==> config.mk <==
export PLATFORM = sky130hd
export DESIGN_NAME = ahci_fis_transmit
export DESIGN_NICKNAME = d
export VERILOG_FILES = /design/src/rtl/ahci_tx_pkg.sv /design/src/rtl/chead_fetch.sv /design/src/rtl/cfis_sender.sv /design/src/rtl/dx_sender.sv /design/src/rtl/todev_mux.sv /design/src/rtl/ahci_fis_transmit.sv
export SDC_FILE = /design/constraint.sdc
export NUM_CORES = 1
export LEC_CHECK = 0
export BUFFER_PORTS_ARGS = -buffer_cell sky130_fd_sc_hd__buf_2
export CORE_UTILIZATION = 40
export CTS_BUF_LIST = sky130_fd_sc_hd__clkbuf_8
export CTS_CLUSTER_SIZE = 40
export DETAILED_ROUTE_END_ITERATION = 8
export PLACE_DENSITY = 0.77
export SETUP_SLACK_MARGIN = 0.1
export SYNTH_ARGS = -nofsm -noshare
export SYNTH_HDL_FRONTEND = slang
export SYNTH_HIERARCHICAL = 1
export SYNTH_SLANG_ARGS = --single-unit
==> constraint.sdc <==
create_clock -name mclk -period 2.75 [get_ports mclk]
set_clock_uncertainty 0.2 [all_clocks]
set_input_delay 0.1375 -clock mclk [delete_from_list [all_inputs] [get_ports mclk]]
set_output_delay 0.1375 -clock mclk [all_outputs]
set_load 0.01 [all_outputs]
==> src/rtl/ahci_tx_pkg.sv <==
// AHCI transmit package
// constants and struct types shared by the command fetch, command FIS and
// data FIS transmit blocks
`default_nettype none

package ahci_tx_pkg;

    localparam logic [9:0]  clb_offs32 = 10'h200; // command list base, dword address
    localparam logic [31:0] data_fis   = 32'h46;  // H2D data FIS header dword

    localparam int reg_addr_w = 10;  // register memory address bits
    localparam int ct_addr_w  = 5;   // command table dword address bits
    localparam int reg_rd_lat = 2;   // reg_re -> reg_rdata
    localparam int ct_rd_lat  = 1;   // ct_re -> ct_data
    localparam int dx_max_dw  = 512; // longest data FIS payload
    localparam int dw_cnt_w   = 10;

    // dword 0 of the command header, ATAPI bit not kept
    typedef struct packed {
        logic [15:0] prdtl; // PRD table length in entries
        logic        c;     // clear busy on R_OK
        logic        b;     // BIST
        logic        r;     // reset
        logic        p;     // prefetchable
        logic        w;     // write, memory -> device
        logic [4:0]  cfl;   // command FIS length in dwords
    } chead_t;

    // one dword toward the transmit FIFO
    typedef struct packed {
        logic [31:0] data;
        logic [1:0]  kind; // [0] first dword of FIS, [1] last
    } todev_word_t;

    typedef struct packed {
        logic xmit_err; // bit 1
        logic syncesc;  // bit 0
    } tx_err_t;

endpackage

`default_nettype wire

==> src/rtl/chead_fetch.sv <==
// command header fetch
// reads the 3-dword header at the command list base, decodes dword 0 and
// pulses the DMA engine to load the table address and start
`default_nettype none

module chead_fetch import ahci_tx_pkg::*; (
    input  wire                   mclk,
    input  wire                   hba_rst,
    input  wire                   fetch_cmd,
    input  wire                   clear_cmd_to_issue,
    input  wire  [31:0]           reg_rdata,
    output logic [reg_addr_w-1:0] reg_addr,
    output logic                  reg_re,
    output chead_t                chead,
    output logic                  dma_ctba_ld,
    output logic                  dma_start,
    output logic                  cmd_to_issue,
    output logic                  fetch_cmd_busy,
    output logic                  fetch_end
);

    logic [2:0]            rd_sh;  // running one, a bit per header dword
    logic [reg_rd_lat+2:0] stb_sh; // first read, delayed by memory latency, then DMA pulses
    logic                  cap;

    assign reg_re      = |rd_sh;
    assign cap         = stb_sh[reg_rd_lat-1]; // dword 0 is on reg_rdata
    assign dma_ctba_ld = stb_sh[reg_rd_lat+1]; // two cycles after capture
    assign dma_start   = stb_sh[reg_rd_lat+2];
    assign fetch_end   = stb_sh[reg_rd_lat+2]; // header done together with start

    always_ff @(posedge mclk) begin
        if (hba_rst) begin
            rd_sh  <= '0;
            stb_sh <= '0;
        end else begin
            rd_sh  <= {rd_sh[1:0], fetch_cmd};
            stb_sh <= (reg_rd_lat + 3)'({stb_sh, rd_sh[0]});
        end
    end

    // address walks 0x200..0x202 while reading
    always_ff @(posedge mclk) begin
        if (fetch_cmd)   reg_addr <= clb_offs32;
        else if (reg_re) reg_addr <= reg_addr + 1'b1;
    end

    // decode dword 0, bit 5 (ATAPI) unused
    always_ff @(posedge mclk) begin
        if (cap) begin
            chead.prdtl <= reg_rdata[31:16];
            chead.c     <= reg_rdata[10];
            chead.b     <= reg_rdata[9];
            chead.r     <= reg_rdata[8];
            chead.p     <= reg_rdata[7];
            chead.w     <= reg_rdata[6];
            chead.cfl   <= reg_rdata[4:0];
        end
    end

    always_ff @(posedge mclk) begin
        if (hba_rst)                 cmd_to_issue <= 1'b0;
        else if (fetch_end)          cmd_to_issue <= 1'b1; // set wins over a same-cycle clear
        else if (clear_cmd_to_issue) cmd_to_issue <= 1'b0;

        if (hba_rst)                 fetch_cmd_busy <= 1'b0;
        else if (fetch_cmd)          fetch_cmd_busy <= 1'b1;
        else if (fetch_end)          fetch_cmd_busy <= 1'b0;
    end

endmodule

`default_nettype wire

==> src/rtl/cfis_sender.sv <==
// command FIS sender
// reads cfl dwords from the command table and hands them on as FIS words,
// marking first and last, read strobes throttled by FIFO room
`default_nettype none

module cfis_sender import ahci_tx_pkg::*; (
    input  wire                  mclk,
    input  wire                  hba_rst,
    input  wire                  cfis_xmit,
    input  wire                  hold,        // header fetch or table read still busy
    input  wire  [4:0]           cfl,
    input  wire                  todev_ready,
    input  wire  [31:0]          ct_data,
    output logic [ct_addr_w-1:0] ct_addr,
    output logic                 ct_re,
    output todev_word_t          word,
    output logic                 word_wr,
    output logic                 cfis_end
);

    logic                 pend;     // cfis_xmit seen, waiting for hold to drop
    logic                 start;
    logic [4:0]           left_rd;  // dwords still to be read
    logic [4:0]           left_out; // dwords still to come out of the table
    logic [ct_rd_lat-1:0] ct_sh;    // read strobes in flight
    logic                 first;

    assign start    = pend && !hold;
    assign ct_re    = todev_ready && (left_rd != '0);
    assign word_wr  = ct_sh[ct_rd_lat-1]; // table data valid now
    assign cfis_end = word_wr && (left_out == 5'd1);

    always_comb begin
        word.data = ct_data;
        word.kind = {left_out == 5'd1, first};
    end

    always_ff @(posedge mclk) begin
        if (hba_rst) begin
            pend     <= 1'b0;
            left_rd  <= '0;
            left_out <= '0;
            ct_sh    <= '0;
            first    <= 1'b0;
        end else begin
            if (cfis_xmit)  pend <= 1'b1;
            else if (start) pend <= 1'b0;

            if (start)      left_rd <= cfl;
            else if (ct_re) left_rd <= left_rd - 1'b1;

            if (start)        left_out <= cfl; // output side trails by ct_rd_lat
            else if (word_wr) left_out <= left_out - 1'b1;

            if (start)        first <= 1'b1;
            else if (word_wr) first <= 1'b0;

            ct_sh <= ct_rd_lat'({ct_sh, ct_re});
        end
    end

    always_ff @(posedge mclk) begin
        if (start)      ct_addr <= '0;
        else if (ct_re) ct_addr <= ct_addr + 1'b1;
    end

endmodule

`default_nettype wire

==> src/rtl/dx_sender.sv <==
// data FIS sender
// writes the 0x46 header then forwards DMA dwords, at most dx_max_dw or
// the transfer counter; a transmit error ends the transfer
`default_nettype none

module dx_sender import ahci_tx_pkg::*; (
    input  wire                 mclk,
    input  wire                 hba_rst,
    input  wire                 dx_transmit,
    input  wire                 cmd_start,   // any command pulse, clears errors
    input  wire  [29:0]         xfer_cntr,   // dwords
    input  wire                 dma_dav,
    input  wire  [31:0]         dma_out,
    input  wire                 todev_ready,
    input  wire                 syncesc_recv,
    input  wire                 xmit_err,
    output logic                dma_re,
    output todev_word_t         word,
    output logic                word_wr,
    output logic                hdr_sent,
    output logic [dw_cnt_w-1:0] dwords_sent,
    output tx_err_t             dx_err,
    output logic                dx_end
);

    logic                pend;   // header not yet written
    logic                en;     // forwarding DMA data
    logic                active;
    logic [dw_cnt_w-1:0] left;
    logic                no_data;
    logic                dma_last;

    assign no_data  = (left == '0);
    assign hdr_sent = pend && todev_ready && !(|dx_err);
    assign dma_re   = en && dma_dav && todev_ready && !(|dx_err);
    assign dma_last = dma_re && (left == dw_cnt_w'(1));
    assign word_wr  = hdr_sent || dma_re;
    assign dx_end   = dma_last || (hdr_sent && no_data) || (active && (|dx_err));

    always_comb begin
        if (en) begin
            word.data = dma_out;
            word.kind = {dma_last, 1'b0};
        end else begin
            word.data = data_fis;
            word.kind = {no_data, 1'b1}; // empty transfer, header is also last
        end
    end

    always_ff @(posedge mclk) begin
        if (hba_rst) begin
            pend   <= 1'b0;
            en     <= 1'b0;
            active <= 1'b0;
        end else begin
            if (dx_transmit)                pend <= 1'b1;
            else if (hdr_sent || dx_end)    pend <= 1'b0;

            if (dx_end)                     en <= 1'b0;
            else if (hdr_sent && !no_data)  en <= 1'b1;

            if (dx_transmit)                active <= 1'b1;
            else if (dx_end)                active <= 1'b0;
        end
    end

    // clip the transfer counter to one FIS
    always_ff @(posedge mclk) begin
        if (dx_transmit)
            left <= (xfer_cntr > 30'(dx_max_dw)) ? dw_cnt_w'(dx_max_dw)
                                                 : xfer_cntr[dw_cnt_w-1:0];
        else if (dma_re)
            left <= left - 1'b1;

        if (dx_transmit) dwords_sent <= '0;
        else if (dma_re) dwords_sent <= dwords_sent + 1'b1; // payload only
    end

    always_ff @(posedge mclk) begin
        if (hba_rst || cmd_start) begin
            dx_err <= '0;
        end else begin
            if (syncesc_recv) dx_err.syncesc  <= 1'b1;
            if (xmit_err)     dx_err.xmit_err <= 1'b1;
        end
    end

endmodule

`default_nettype wire

==> src/rtl/todev_mux.sv <==
// FIFO write register
// takes the word of whichever sender writes and presents it for one cycle
`default_nettype none

module todev_mux import ahci_tx_pkg::*; (
    input  wire               mclk,
    input  wire               hba_rst,
    input  wire  todev_word_t cfis_word,
    input  wire               cfis_wr,
    input  wire  todev_word_t dx_word,
    input  wire               dx_wr,
    output todev_word_t       todev,
    output logic              todev_valid
);

    // senders never write together, cfis checked first
    always_ff @(posedge mclk) begin
        if (cfis_wr)    todev <= cfis_word;
        else if (dx_wr) todev <= dx_word;   // otherwise hold
    end

    always_ff @(posedge mclk) begin
        if (hba_rst) todev_valid <= 1'b0;
        else         todev_valid <= cfis_wr || dx_wr; // single write strobe
    end

endmodule

`default_nettype wire

==> src/rtl/ahci_fis_transmit.sv <==
// AHCI port transmit
// fetches the command header, sends the command FIS and data FISes to the
// transport FIFO, and produces the combined done/busy and PRD start
`default_nettype none

module ahci_fis_transmit import ahci_tx_pkg::*; (
    input  wire                   mclk,
    input  wire                   hba_rst,
    input  wire                   fetch_cmd,
    input  wire                   cfis_xmit,
    input  wire                   dx_transmit,
    input  wire                   clear_cmd_to_issue,
    input  wire                   syncesc_recv,
    input  wire                   xmit_err,
    output logic [reg_addr_w-1:0] reg_addr,
    output logic                  reg_re,
    input  wire  [31:0]           reg_rdata,
    output logic [ct_addr_w-1:0]  ct_addr,
    output logic                  ct_re,
    input  wire  [31:0]           ct_data,
    input  wire  [29:0]           xfer_cntr,
    output logic                  dma_ctba_ld,
    output logic                  dma_start,
    output logic                  dma_dev_wr,
    output logic                  dma_prd_start,
    output logic                  dma_re,
    input  wire                   dma_ct_busy,
    input  wire                   dma_dav,
    input  wire  [31:0]           dma_out,
    output todev_word_t           todev,
    output logic                  todev_valid,
    input  wire                   todev_ready,  // room for at least four dwords
    output chead_t                chead,
    output logic                  cmd_to_issue,
    output logic                  fetch_cmd_busy,
    output logic                  done,
    output logic                  busy,
    output tx_err_t               dx_err,
    output logic [dw_cnt_w-1:0]   dwords_sent
);

    logic        fetch_end;
    logic        cfis_end;
    logic        dx_end;
    logic        hdr_sent;
    logic        cfis_wr;
    logic        dx_wr;
    todev_word_t cfis_word;
    todev_word_t dx_word;
    logic        any_cmd;
    logic        done_w;

    assign any_cmd    = fetch_cmd || cfis_xmit || dx_transmit;
    assign done_w     = fetch_end || cfis_end || dx_end;
    assign dma_dev_wr = chead.w;

    chead_fetch chead_fetch_i (
        .mclk, .hba_rst, .fetch_cmd, .clear_cmd_to_issue, .reg_rdata,
        .reg_addr, .reg_re, .chead, .dma_ctba_ld, .dma_start,
        .cmd_to_issue, .fetch_cmd_busy, .fetch_end
    );

    cfis_sender cfis_sender_i (
        .mclk, .hba_rst, .cfis_xmit,
        .hold     (fetch_cmd_busy || dma_ct_busy), // table must be in place
        .cfl      (chead.cfl),
        .todev_ready, .ct_data, .ct_addr, .ct_re,
        .word     (cfis_word),
        .word_wr  (cfis_wr),
        .cfis_end
    );

    dx_sender dx_sender_i (
        .mclk, .hba_rst, .dx_transmit,
        .cmd_start (any_cmd),
        .xfer_cntr, .dma_dav, .dma_out, .todev_ready, .syncesc_recv, .xmit_err,
        .dma_re,
        .word      (dx_word),
        .word_wr   (dx_wr),
        .hdr_sent, .dwords_sent, .dx_err, .dx_end
    );

    todev_mux todev_mux_i (
        .mclk, .hba_rst, .cfis_word, .cfis_wr, .dx_word, .dx_wr,
        .todev, .todev_valid
    );

    always_ff @(posedge mclk) begin
        if (hba_rst) begin
            done          <= 1'b0;
            busy          <= 1'b0;
            dma_prd_start <= 1'b0;
        end else begin
            done <= done_w;
            if (any_cmd)     busy <= 1'b1;
            else if (done_w) busy <= 1'b0; // falls as done rises
            // device reads may fetch PRDs early, writes wait for the data FIS
            dma_prd_start <= (dma_start && (chead.p || !chead.w)) || hdr_sent;
        end
    end

endmodule

`default_nettype wire

==> Yosys cells after proc, flatten, opt, wreduce, memory -nomap -nowiden <==
Cells that the tools add are included.
{ "classes": {"addsub": 6, "order_cmp": 1, "n_eq_ne": 2, "mux": 24, "n_reduce_logical": 45} }
{ "op_table": {"columns": ["op", "count"], "rows": [
  ["$mux 34", 3],
  ["$gt 30x10->1 const B", 1],
  ["$mux 10", 3],
  ["$add 10x1->10 const B", 2],
  ["$mux 5", 4],
  ["$reduce_bool 2->1", 10],
  ["$mux 1", 14],
  ["$logic_and 1x1->1", 13],
  ["$logic_or 1x1->1", 13],
  ["$eq 10x1->1 const B", 1],
  ["$logic_not 10->1", 1],
  ["$sub 10x1->10 const B", 1],
  ["$sub 5x1->5 const B", 2],
  ["$add 5x1->5 const B", 1],
  ["$eq 5x1->1 const B", 1],
  ["$reduce_bool 5->1", 1],
  ["$logic_not 1->1", 4],
  ["$reduce_or 2->1", 2],
  ["$reduce_or 3->1", 1]
]} }
{ "totals": {"ff_bits": 127, "input_bits": 137} }

==> Logic depth before layout (Yosys ltp) <==
Gate-level depths: netlist of the first run.
{ "logic_depth": {"word_depth": 9, "mapped_depth": 8} }

==> Cells and area by module <==
Netlist of the first run, hierarchy kept.
{ "modules_own_cells": {"columns": ["module", "instances", "cells_per_inst", "area_per_inst_um2", "seq_area_each_um2"], "rows": [
  ["todev_mux", 1, 75, 1616.6, 1041.0],
  ["dx_sender", 1, 181, 1600.3, 600.6],
  ["chead_fetch", 1, 99, 1480.2, 1141.1],
  ["cfis_sender", 1, 133, 1119.8, 360.3],
  ["ahci_fis_transmit", 1, 13, 117.6, 60.1]
]} }

==> Least setup slack after synthesis of the first run <==
Ideal clock, no wire load.
{ "synth_path": {"kind": "flip-flop to flip-flop", "start": "register dx_sender_i.left[0]", "end": "register dx_sender_i.left[6], data pin", "setup_time_ns": 0.256, "arrival_time_ns": 1.650, "setup_slack_ns": 0.644, "stages_incl_launch_ff": 7, "n_path_buf": 0, "synth_period_minus_slack_ns": 2.106, "cell_sequence": "edfxtp_1 -> inv_1 -> ha_1 -> or3b_2 -> nor3_1 -> xor2_1 -> a22o_1"} }
{ "synth_between": {"elab_chain_cells": 3} }
{ "synth_rtl": {"columns": ["element", "line_no", "rtl"], "rows": [
  ["start: declaration", "dx_sender.sv:29", "logic [dw_cnt_w-1:0] left;"],
  ["start signal: assignment", "dx_sender.sv:70", "left <= (xfer_cntr > 30'(dx_max_dw)) ? dw_cnt_w'(dx_max_dw)"],
  ["start signal: assignment", "dx_sender.sv:73", "left <= left - 1'b1;"],
  ["$sub 10x1->10", "dx_sender.sv:73", null],
  ["$mux 10", "dx_sender.sv:72", "else if (dma_re)"],
  ["$mux 10", "dx_sender.sv:69", "if (dx_transmit)"]
]} }
No other way between the ends. The select of a mux whose other input is x is not followed.
A chain may end at the register's enable or synchronous reset.

==> Worst setup path after layout of the first run <==
{ "layout_path": {"start": "input dx_transmit", "end": "register dx_sender_i.left[1], data pin"} }
{ "layout_between": {"elab_chain_cells": 1} }
{ "layout_rtl": {"columns": ["element", "line_no", "rtl"], "rows": [
  ["start: declaration", "ahci_fis_transmit.sv:11", "input wire dx_transmit,"],
  ["$mux 10", "dx_sender.sv:69", null]
]} }
No other way between the ends.

==> results.md, run 1 <==
* Status: finished, final reports clean
* Reg clk slew, reported paths at 70 ps
* ANT nets after route at 0
* Rel. slew slack at 0.529
* DRT iter0 DRCs at 169
* MaxCap Viol Count at 0
* Post-Syn Nets at 646
* Slew @ Worst Pin at 702 ps
* Num CTS Buffers at 17
* Pwr Density at 582 nW/um^2
* Hold Path Origin: dma_ct_busy
* Flop pwr share at 0.459
* Number of synthesized flops with an enable pin at 70
* Finished Layout Cells at 1011
* Global Route Usage Sum at 0.199
* Max Freq at 397 MHz
* Syn_area_per_cell at 11.8 sq um
* Pins over their slew limit at 0
* Critical-path maximum fanout at 17
* Synth Area in XOR/XNOR at 0.0295
* Crit path top cell by count: dlygate4sd3_1
* Syn. warnings at 6
* Maximum vdd drop at 0.379 mV
* Routed vias at 4964
* RSZ-0062 raised after global routing: no
* Synth Area in Adders at 0.0169
* Area Overhead vs Synth at 43.5%
* Final period util at 0.916
* Die width at 124 microns
* Synth area leader: edfxtp_1
* Hold Vio Cnt, Final at 0
* Setup TNS Final at 0 ps
* CTS root buffer: clkbuf_8
* Global route overflow at 0
* Total die area at 15300 sq um
* # diodes at 0
* # H-tree levels at 4
* CP endpoint kind: flip-flop
* Setup violators final at 0
* Placer Congestion at 0.756
* CP startpoint kind: input port
* Worst-path cell chain: dlygate4sd3_1 > buf_2 > clkinv_1 > or3_4 > nor3_4 > o2bb2ai_1 > dlygate4sd3_1
* Port Buffer Count at 229
* Largest net degree at the start of global routing at 37
* Asr flop ratio synth at 0
* Synthesized flop and latch total at 125
* Final HPWL DP at 9560 microns
* Syn Std Cell Area at 5930 sq um
* Deepest clock path buffer count at 2
* Synth Area in Compound Gates at 0.0829
* Post-CTS Setup Repair Bufs at 0
* Mux contribution to synthesized area at 0.0890
* Most frequent cell after synthesis: edfxtp_1
* Synth Flop Type: edfxtp_1
* Wire per inst at 15.5 microns
* Worst Setup Path Type: in -> reg
* PostCTS Resize Cnt at 0
* Starting Density at 0.410
* Vias in the first global route at 4940
* # DRC at 0
* Clk pwr share at 0.339
* First-pass GRT wire length at 23100 microns
* Post-Synth Simple-Gate Area at 0.164
* Drt via density at 4.91
* Part of the power in combinational logic at 0.202
* Worst r2r src: dx_sender_i/left[0]$_DFFE_PP_
* First drt pass iteration count at 4
* Slowest library cell on the worst path: dlygate4sd3_1
* Final nets at 959
* Sw Ratio at 0.265
* Top cells by area, synth: edfxtp_1 35%, dfxtp_1 19%, mux2_4 7.1%
* Largest stage delay on the critical path at 550 ps
* P_leak at 3.71 nW
* DP Cell Count at 866
* Die height at 124 microns
* TritonCTS clock tree: yes
* Row count at 44
* Req. time, crit path at 2860 ps
* Synth top cells by count: 70 x edfxtp_1, 55 x dfxtp_1, 35 x buf_4
* Setup crit start: dx_transmit
* Min-Delay Path Class: in -> reg
* Worst Path Arrival at 2620 ps
* Seq/Total Area, Yosys at 0.540
* Worst-Skew Late Latency at 440 ps
* Initial antenna violation count at 0
* Routed wire length at 15600 microns
* I/O pin total at 236
* P_int at 3.64 mW
* Ratio of cells with drive above 1 in the final layout at 0.380
* Core area at 14500 sq um
* Final min period at 2520 ps
* Switching Power at 1.31 mW
* Largest family of logic cells by synthesized area: simple AND/OR/NAND/NOR gates
* Top cell type's share of synthesized area at 0.354
* TritonCTS sink count at 125
* Gate Count Post-Synth at 501
* Synth cell types at 59
[power by group through the flow]
stage               Clock (mW)  Sequential (mW)  Combinational [mW]
CTS                       1.73             2.27               0.989
global route              1.81             2.29                1.09
detailed placement           0             2.31               0.816
global placement             0             2.30               0.803
finish                    1.68             2.27               0.999
floorplan                    0             2.35               0.508
[per-layer routing]
layer | share of wire | vias up | track usage
li1 | - | 2411 | -
met1 | 0.40 | 2321 | 0.214
met2 | 0.49 | 216 | 0.356
met3 | 0.097 | 16 | 0.0792
met4 | 0.0090 | 0 | 0.0587
met5 | 0 | - | 0
[worst max-delay path: cells and delay by family]
family	cells	cell delay (ps)
buf+inv	4	1580
simple gates	2	750
compound gates	1	150
[metrics by stage]
stage | cell area [sq um] | setup WS, ps | total power [mW] | hold WS (ps) | util
2_1_floorplan | 5930 | 644 | 2.86 | 6.57 | -
3_3_place_gp | 6970 | 497 | 3.11 | 113 | 0.481
3_5_place_dp | 6970 | 502 | 3.13 | 116 | 0.481
4_1_cts | 8510 | 268 | 4.99 | 7.83 | 0.588
5_1_grt | 8510 | 165 | 5.19 | 38.4 | 0.588
6_report | 8510 | 231 | 4.95 | 46.9 | 0.588
[cells by family (layout without fill, tap and decap cells)]
kind of cell | Yosys count | after routing
muxes | 38 | 38
adders and majority gates | 8 | 8
and+or+nand+nor | 168 | 168
DFF | 125 | 125
xor gates and xnor gates | 20 | 20
buffers and inverters | 71 | 397
AOI/OAI and AO/OA | 71 | 71
[placed cells by master (no fill, tap or decap), types with 3 or more instances in the layout]
cell             n
nor2_1          28
buf_2          229
or2_2            3
dfxtp_1         54
nor3_1          11
clkinv_4         3
or4_1            8
nand2b_1         9
mux2i_1          4
nand3_1         13
ha_1             8
and2_1          30
clkbuf_8        18
buf_4            5
inv_1           18
a21oi_1         30
edfxtp_1        70
xnor2_1          9
nand2_1         18
dlygate4sd3_1  113
xor2_1          11
o31ai_1          8
nor2b_1          8
nor4_1           9
nor4b_1          4
o21bai_1         3
mux2_2           6
o21ai_0          6
nand4_1          7
inv_4            4
bufinv_16        3
or3_1            8
mux2_4          28
a22o_1           7
[worst paths after layout]
check / end / slack [ps] / depth (start not counted)
hold / removal: cfis_sender_i/ct_addr[0]$_SDFFE_PP0P_ / 50 / 4
hold reg to reg: chead_fetch_i/stb_sh[3]$_SDFF_PP0_ / 240 / 1
setup / recovery: dx_sender_i/left[1]$_DFFE_PP_ / 230 / 7
setup reg to reg: dx_sender_i/left[6]$_DFFE_PP_ / 460 / 6
[final cells by class]
cell class / count / area [sq um]
fillers: 1164 / 5970
flip-flops and latches: 125 / 3200
repair buffers: 348 / 2330
multi-input cells: 305 / 2270
clock buffers: 18 / 248
well taps: 184 / 230
clock inverters: 14 / 166
inverters: 17 / 63.8
[state kept, by name, summed over array words and instances (netlist names), 2 cells and up]
signal and cells:
cfis_sender_i/left_out 5, todev_mux_i/todev 34, cfis_sender_i/ct_addr 5, chead_fetch_i/chead 26, chead_fetch_i/stb_sh 4, dx_sender_i/dx_err 2, dx_sender_i/left 10, cfis_sender_i/left_rd 5
dx_sender_i/dwords_sent 10, chead_fetch_i/rd_sh 2, chead_fetch_i/reg_addr 10
[timing repair]
item,CTS,global route
endpoints found under the hold margin,115,0
hold buffers,113,0
endpoints found under the setup margin,0,0
No activity file was read; power rests on OpenSTA's default activity.
==> run 2, diff against run 1 <==
--- a/config.mk
+++ b/config.mk
@@ -7,7 +7,6 @@
 export LEC_CHECK = 0
 export BUFFER_PORTS_ARGS = -buffer_cell sky130_fd_sc_hd__buf_2
 export CORE_UTILIZATION = 40
-export CTS_BUF_LIST = sky130_fd_sc_hd__clkbuf_8
 export CTS_CLUSTER_SIZE = 40
 export DETAILED_ROUTE_END_ITERATION = 8
 export PLACE_DENSITY = 0.77
==> results.md, run 2 (synthesis results as in run 1) <==
* Regs by FF count: todev_mux_i/todev: 34 flops, chead_fetch_i/chead: 26 flops
* Final period util at 0.853 (-0.0628)
* Core area at 14500 sq um (unchanged)
* Routed wire length at 15600 microns (-0.29%)
* DP Cell Count at 866 (unchanged)
* Area Overhead vs Synth at 46.1%
* Rel. slew slack at 0.518 (-0.0111)
* # H-tree levels at 4 (unchanged)
* CP startpoint kind: flip-flop
* Worst Setup Path Type: reg -> out
* Commonest non-fill, non-tap cell in the layout: buf_2
* Req. time, crit path at 2410 ps (-450 ps)
* Largest reg by FF count: todev_mux_i/todev
* Most frequent cells in the layout: 229 x buf_2, 110 x dlygate4sd3_1, 70 x edfxtp_1
* Finished Layout Cells at 1008 (-0.30%)
* Num CTS Buffers at 17 (unchanged)
* Total die area at 15300 sq um (unchanged)
* Final nets at 956 (-0.31%)
* Global route overflow at 0 (unchanged)
* Initial antenna violation count at 0 (unchanged)
* First drt pass iteration count at 4 (unchanged)
* Final min period at 2350 ps (-173 ps)
* # DRC at 0 (unchanged)
* Ratio of cells with drive above 1 in the final layout at 0.381 (+0.00138)
* Global Route Usage Sum at 0.198 (-0.000435)
* Min-Delay Path Class: in -> reg
* Setup violators final at 0 (unchanged)
* Setup TNS Final at 0 ps (unchanged)
* Critical-path maximum fanout at 7 (-10)
* TritonCTS clock tree: yes
* Pwr Density at 638 nW/um^2 (+9.6%)
* CTS root buffer: clkbuf_16
* ANT nets after route at 0 (unchanged)
* Worst Path Arrival at 2010 ps (-610 ps)
* # diodes at 0 (unchanged)
* Pins over their slew limit at 0 (unchanged)
* Drt via density at 4.92 (+0.18%)
* Vias in the first global route at 4945 (+0.10%)
* RSZ-0062 raised after global routing: no
* DRT iter0 DRCs at 152 (-10%)
* PostCTS Resize Cnt at 0 (unchanged)
* CP endpoint kind: output pin
* Die width at 124 microns (unchanged)
* Placer Congestion at 0.756 (unchanged)
* Row count at 44 (unchanged)
* Post-CTS Setup Repair Bufs at 0 (unchanged)
* Die height at 124 microns (unchanged)
* Max Freq at 426 MHz (+7.4%)
* TritonCTS sink count at 125 (unchanged)
* First-pass GRT wire length at 23100 microns (+0.24%)
* Worst-Skew Late Latency at 410 ps (-30 ps)
* Port Buffer Count at 229 (unchanged)
* Status: finished, final reports clean
* Power, Total at 5.53 mW (+12%)
* FILL cells at 1145 (-1.6%)
* Deepest clock path buffer count at 2 (unchanged)
* Routed vias at 4958 (-0.12%)
* I/O pin total at 236 (unchanged)
* Reg clk slew, reported paths at 60 ps (about the same)
* Maximum vdd drop at 0.420 mV (+11%)
* MaxCap Viol Count at 0 (unchanged)
* Wire per inst at 15.5 microns (about the same)
* Number of flip-flops under the largest register name at 34 (unchanged)
* Hold Vio Cnt, Final at 0 (unchanged)
* P_leak at 3.76 nW (+1.6%)
* Slew @ Worst Pin at 718 ps (+16.5 ps)
* Final HPWL DP at 9560 microns (unchanged)
* Starting Density at 0.410 (unchanged)
* Largest net degree at the start of global routing at 37 (unchanged)
* Final hold slack at 71.4 ps (+24.5 ps)
==> run 2: cell count changes in the layout (fill, tap and decap cells not counted) <==
cell / change
bufinv_16: -1
clkbuf_1: +2
clkbuf_16: +18
clkbuf_8: -17
dlygate4sd3_1: -3
inv_1: -2
==> run 2: worst max-delay path, stage by stage (launching register included) <==
cell,delay (ps)
dfxtp_1,320
inv_1,80
ha_1,200
or4b_1,590
nand2_1,220
inv_1,50
buf_2,130
==> run 2: final cells by class <==
type                    count  area (sq um)  area share
multi-input cells         305          2270       0.261
flip-flops and latches    125          3200       0.370
inverters                  17          63.8     0.00736
clock inverters            11           129      0.0149
clock buffers              21           472      0.0544
well taps                 184           230      0.0266
repair buffers            345          2300       0.266
==> run 2: stage by stage <==
step	area, sq um	setup slack, ps	utilization
after global placement	6970	497	0.481
after detailed placement	6970	502	0.481
after global routing	8670	294	0.599
after floorplan	5930	644	-
after CTS	8670	378	0.599
final	8670	404	0.599
==> run 2: path summary, 6_finish.rpt <==
kind | endpoint | depth (start not counted) | slack [ps] | from
max | ct_re | 6 | 400 | cfis_sender_i/left_rd[0]$_SDFFE_PP0P_
min | cfis_sender_i/ct_addr[0]$_SDFFE_PP0P_ | 4 | 70 | dma_ct_busy
max reg2reg | busy$_SDFFE_PP0P_ | 7 | 480 | dx_sender_i/left[4]$_DFFE_PP_
min reg2reg | chead_fetch_i/stb_sh[3]$_SDFF_PP0_ | 1 | 240 | chead_fetch_i/stb_sh[2]$_SDFF_PP0_
==> run 2: timing repair <==
item	CTS	global route
setup endpoints to repair	0	0
endpoints found under the hold margin	101	0
hold buffers	110	0
==> run 2: report_power, final <==
part	internal (mW)	switching, mW
Combinational	0.544	0.455
Clock	1.42	0.832
Sequential	2.17	0.103
Total	4.14	1.39
==> run 2: routing by layer <==
layer	track usage	wire length, microns
met5	0	0
met3	0.0714	1520
met1	0.213	6240
met2	0.352	7570
met4	0.0783	245
==> run 3, diff against run 2 <==
--- a/config.mk
+++ b/config.mk
@@ -5,13 +5,14 @@
 export SDC_FILE = /design/constraint.sdc
 export NUM_CORES = 1
 export LEC_CHECK = 0
+export ABC_AREA = 1
 export BUFFER_PORTS_ARGS = -buffer_cell sky130_fd_sc_hd__buf_2
 export CORE_UTILIZATION = 40
+export CTS_CLUSTER_DIAMETER = 100
 export CTS_CLUSTER_SIZE = 40
 export DETAILED_ROUTE_END_ITERATION = 8
-export PLACE_DENSITY = 0.77
+export PLACE_DENSITY = 0.79
 export SETUP_SLACK_MARGIN = 0.1
 export SYNTH_ARGS = -nofsm -noshare
 export SYNTH_HDL_FRONTEND = slang
-export SYNTH_HIERARCHICAL = 1
 export SYNTH_SLANG_ARGS = --single-unit
==> results.md, run 3 <==
* Port Buffer Count at 229 (unchanged)
* Slew @ Worst Pin at 562 ps (-157 ps)
* Synth cell types at 39 (-34%)
* R2R Setup Slk at 280 ps (-200 ps)
* Ratio of cells with drive above 1 in the final layout at 0.319 (-0.0620)
* Worst-path cell chain: dlygate4sd3_1 > buf_2 > nand3_2 > dlygate4sd3_1 > nor2_4 > inv_1 > nand3_2 > buf_4
* Status: finished, final reports clean
* TritonCTS clock tree: yes
* Post-Syn Nets at 665 (+2.9%)
* Bufs and invs on worst path at 5 (+2)
* DRT iter0 DRCs at 252 (+66%)
* Met1 Track Usage GR at 0.251 (+0.0378)
* CP startpoint kind: input port
* Hold Path Origin: dma_ct_busy
* Wire per inst at 15.1 microns (-2.3%)
* Worst Setup Path Type: in -> reg
* GR met3 Demand/Resource at 0.0608 (-0.0107)
* Final WS setup at 192 ps (-212 ps)
* Largest reg by FF count: todev_mux_i.todev
* Routed wire length at 16000 microns (+2.7%)
* Worst Path Arrival at 2410 ps (+400 ps)
* Top cell type's share of synthesized area at 0.398 (+0.0442)
* Largest net degree at the start of global routing at 35 (-5.4%)
* Setup TNS Final at 0 ps (unchanged)
* Syn Std Cell Area at 5280 sq um (-11%)
* Deepest clock path buffer count at 2 (unchanged)
* Pwr Density at 670 nW/um^2 (+5.0%)
* Most frequent cells in the layout: 229 x buf_2, 116 x dlygate4sd3_1, 70 x edfxtp_1
* Rel. slew slack at 0.625 (+0.107)
* CP endpoint kind: flip-flop
* Syn. warnings at 0 (-6)
* Most frequent cell after synthesis: edfxtp_1
* Synth Flop Type: edfxtp_1
* Hold Vio Cnt, Final at 0 (unchanged)
* Min-Delay Path Class: in -> reg
* Vias in the first global route at 4948 (+0.061%)
* Maximum vdd drop at 0.426 mV (+1.3%)
* Worst-Skew Late Latency at 410 ps (about the same)
* Commonest non-fill, non-tap cell in the layout: buf_2
* Synth area leader: edfxtp_1
* RSZ-0062 raised after global routing: no
* Gr busiest metal: met2
* Final nets at 1020 (+6.7%)
* ANT nets after route at 0 (unchanged)
* Reg clk slew, reported paths at 50 ps (about the same)
* Starting Density at 0.415 (+0.00486)
* Final HPWL DP at 9850 microns (+3.0%)
* Endpoint, Worst Hold: cfis_sender_i.first$_SDFFE_PP0P_
* Slowest library cell on the worst path: dlygate4sd3_1
* Req. time, crit path at 2600 ps (+190 ps)
* Largest stage delay on the critical path at 590 ps (about the same)
* Global route overflow at 0 (unchanged)
* Syn_area_per_cell at 10.2 sq um (-14%)
* Number of synthesized flops with an enable pin at 70 (unchanged)
* Synthesized flop and latch total at 125 (unchanged)
* PostCTS Resize Cnt at 0 (unchanged)
* CTS root buffer: clkbuf_16
* Gate Count Post-Synth at 519 (+3.6%)
* Total die area at 13700 sq um (-11%)
* Placer Congestion at 0.839 (+11%)
* Top cells by area, synth: edfxtp_1 40%, dfxtp_1 21%, a22o_1 4.8%
* Core area at 12700 sq um (-12%)
* Global Route Usage Sum at 0.231 (+0.0324)
* Pins over their slew limit at 0 (unchanged)
* RR Endpoint: todev_mux_i.todev[11]$_DFFE_PP_
* Num CTS Buffers at 17 (unchanged)
* P_leak at 3.81 nW (+1.1%)
* Final hold slack at 83.6 ps (+12.2 ps)
* Synth top cells by count: 70 x edfxtp_1, 65 x inv_1, 61 x nor2_1
* Worst r2r src: dx_sender_i.en$_SDFFE_PP0P_
* I/O pin total at 236 (unchanged)
* CP top delay family: buffers and inverters
* First drt pass iteration count at 4 (unchanged)
* # diodes at 0 (unchanged)
* Area Overhead vs Synth at 59.6%
* Routed vias at 5125 (+3.4%)
* Power, Total at 5.64 mW (+2.0%)
* Number of flip-flops under the largest register name at 34 (unchanged)
* Pre-CTS setup slack at 803 ps (+301 ps)
* Drt via density at 4.84 (-1.6%)
* Count of cells along the worst hold path at 4 (unchanged)
* Setup violators final at 0 (unchanged)
* Regs by FF count: todev_mux_i.todev: 34 flops, chead_fetch_i.chead: 26 flops
* Critical-path maximum fanout at 34 (+27)
* First-pass GRT wire length at 23500 microns (+1.5%)
* Final min period at 2560 ps (+212 ps)
* Asr flop ratio synth at 0 (unchanged)
* Final period util at 0.930 (+0.0771)
* Row count at 41 (-6.8%)
* Max Freq at 391 MHz (-8.3%)
* Die width at 117 microns (-5.6%)
* Die height at 117 microns (-5.6%)
* # DRC at 0 (unchanged)
* # H-tree levels at 4 (unchanged)
* Setup crit start: todev_ready
* GR Util met2 at 0.418 (+0.0657)
* Initial antenna violation count at 0 (unchanged)
* Seq/Total Area, Yosys at 0.607 (+0.0673)
* Worst reg-to-reg path cell count at 6 (-1)
* TritonCTS sink count at 125 (unchanged)
* MaxCap Viol Count at 0 (unchanged)
run 3: cell count changes after synthesis, sizes merged, moves of 22 or more:
cell,previous run,this run
a22o,7,29
mux2,34,0
nor2,28,66
nand2,18,57
o21ai,6,35
and2,30,0
inv,16,65
buf,41,9
run 3: how the worst max path moves through the flow:
stage                                            to  slack (ps)  cells past startpoint
finish              todev_mux_i.todev[11]$_DFFE_PP_         190                      8
CTS                 todev_mux_i.todev[16]$_DFFE_PP_         210                      8
global route        todev_mux_i.todev[11]$_DFFE_PP_         130                      8
detailed placement   todev_mux_i.todev[5]$_DFFE_PP_         800                      6
global placement     todev_mux_i.todev[7]$_DFFE_PP_         800                      6
floorplan            todev_mux_i.todev[0]$_DFFE_PP_         420                      5
run 3: what timing repair did:
item                      4_1_cts  5_1_grt
hold endpoints to repair       93        0
buffers inserted                0        0
hold buffers                  116        0
run 3: layout make-up:
| cell class | count | area, sq um |
|---|---|---|
| fillers | 987 | 4300 |
| flip-flops and latches | 125 | 3200 |
| repair buffers | 350 | 2340 |
| multi-input cells | 314 | 1770 |
| clock buffers | 19 | 453 |
| inverters | 66 | 248 |
| well taps | 172 | 215 |
| clock inverters | 13 | 189 |
run 3: worst reg2reg max path, delay by kind of cell (launching register included):
kind          cells  cell delay, ps
buf+inv           3            1170
flops             1             350
simple gates      3             390
run 3: per-layer routing:
layer	vias up	wire length [microns]
met2	266	7830
met4	0	416
met3	34	1260
met1	2297	6500
li1	2528	-
met5	-	0
run 3: power by group:
part	internal [mW]	switching [mW]	leakage, nW
registers	2.19	0.0998	1.11
clock network	1.57	0.811	0.298
logic	0.472	0.502	2.40
run 3: cells by family after synthesis:
logic type      share of synthesized area
compound gates                      0.147
xor+xnor                          0.00830
fa+ha+maj                          0.0213
buf+inv                            0.0595
flops                               0.607
simple gates                        0.157
run 3: stage by stage:
stage	area, sq um	std cells	utilization
floorplan	5280	519	-
global placement	6620	911	0.520
detailed placement	6620	911	0.520
CTS	8420	1059	0.662
global route	8420	1059	0.662
finish	8420	1059	0.662
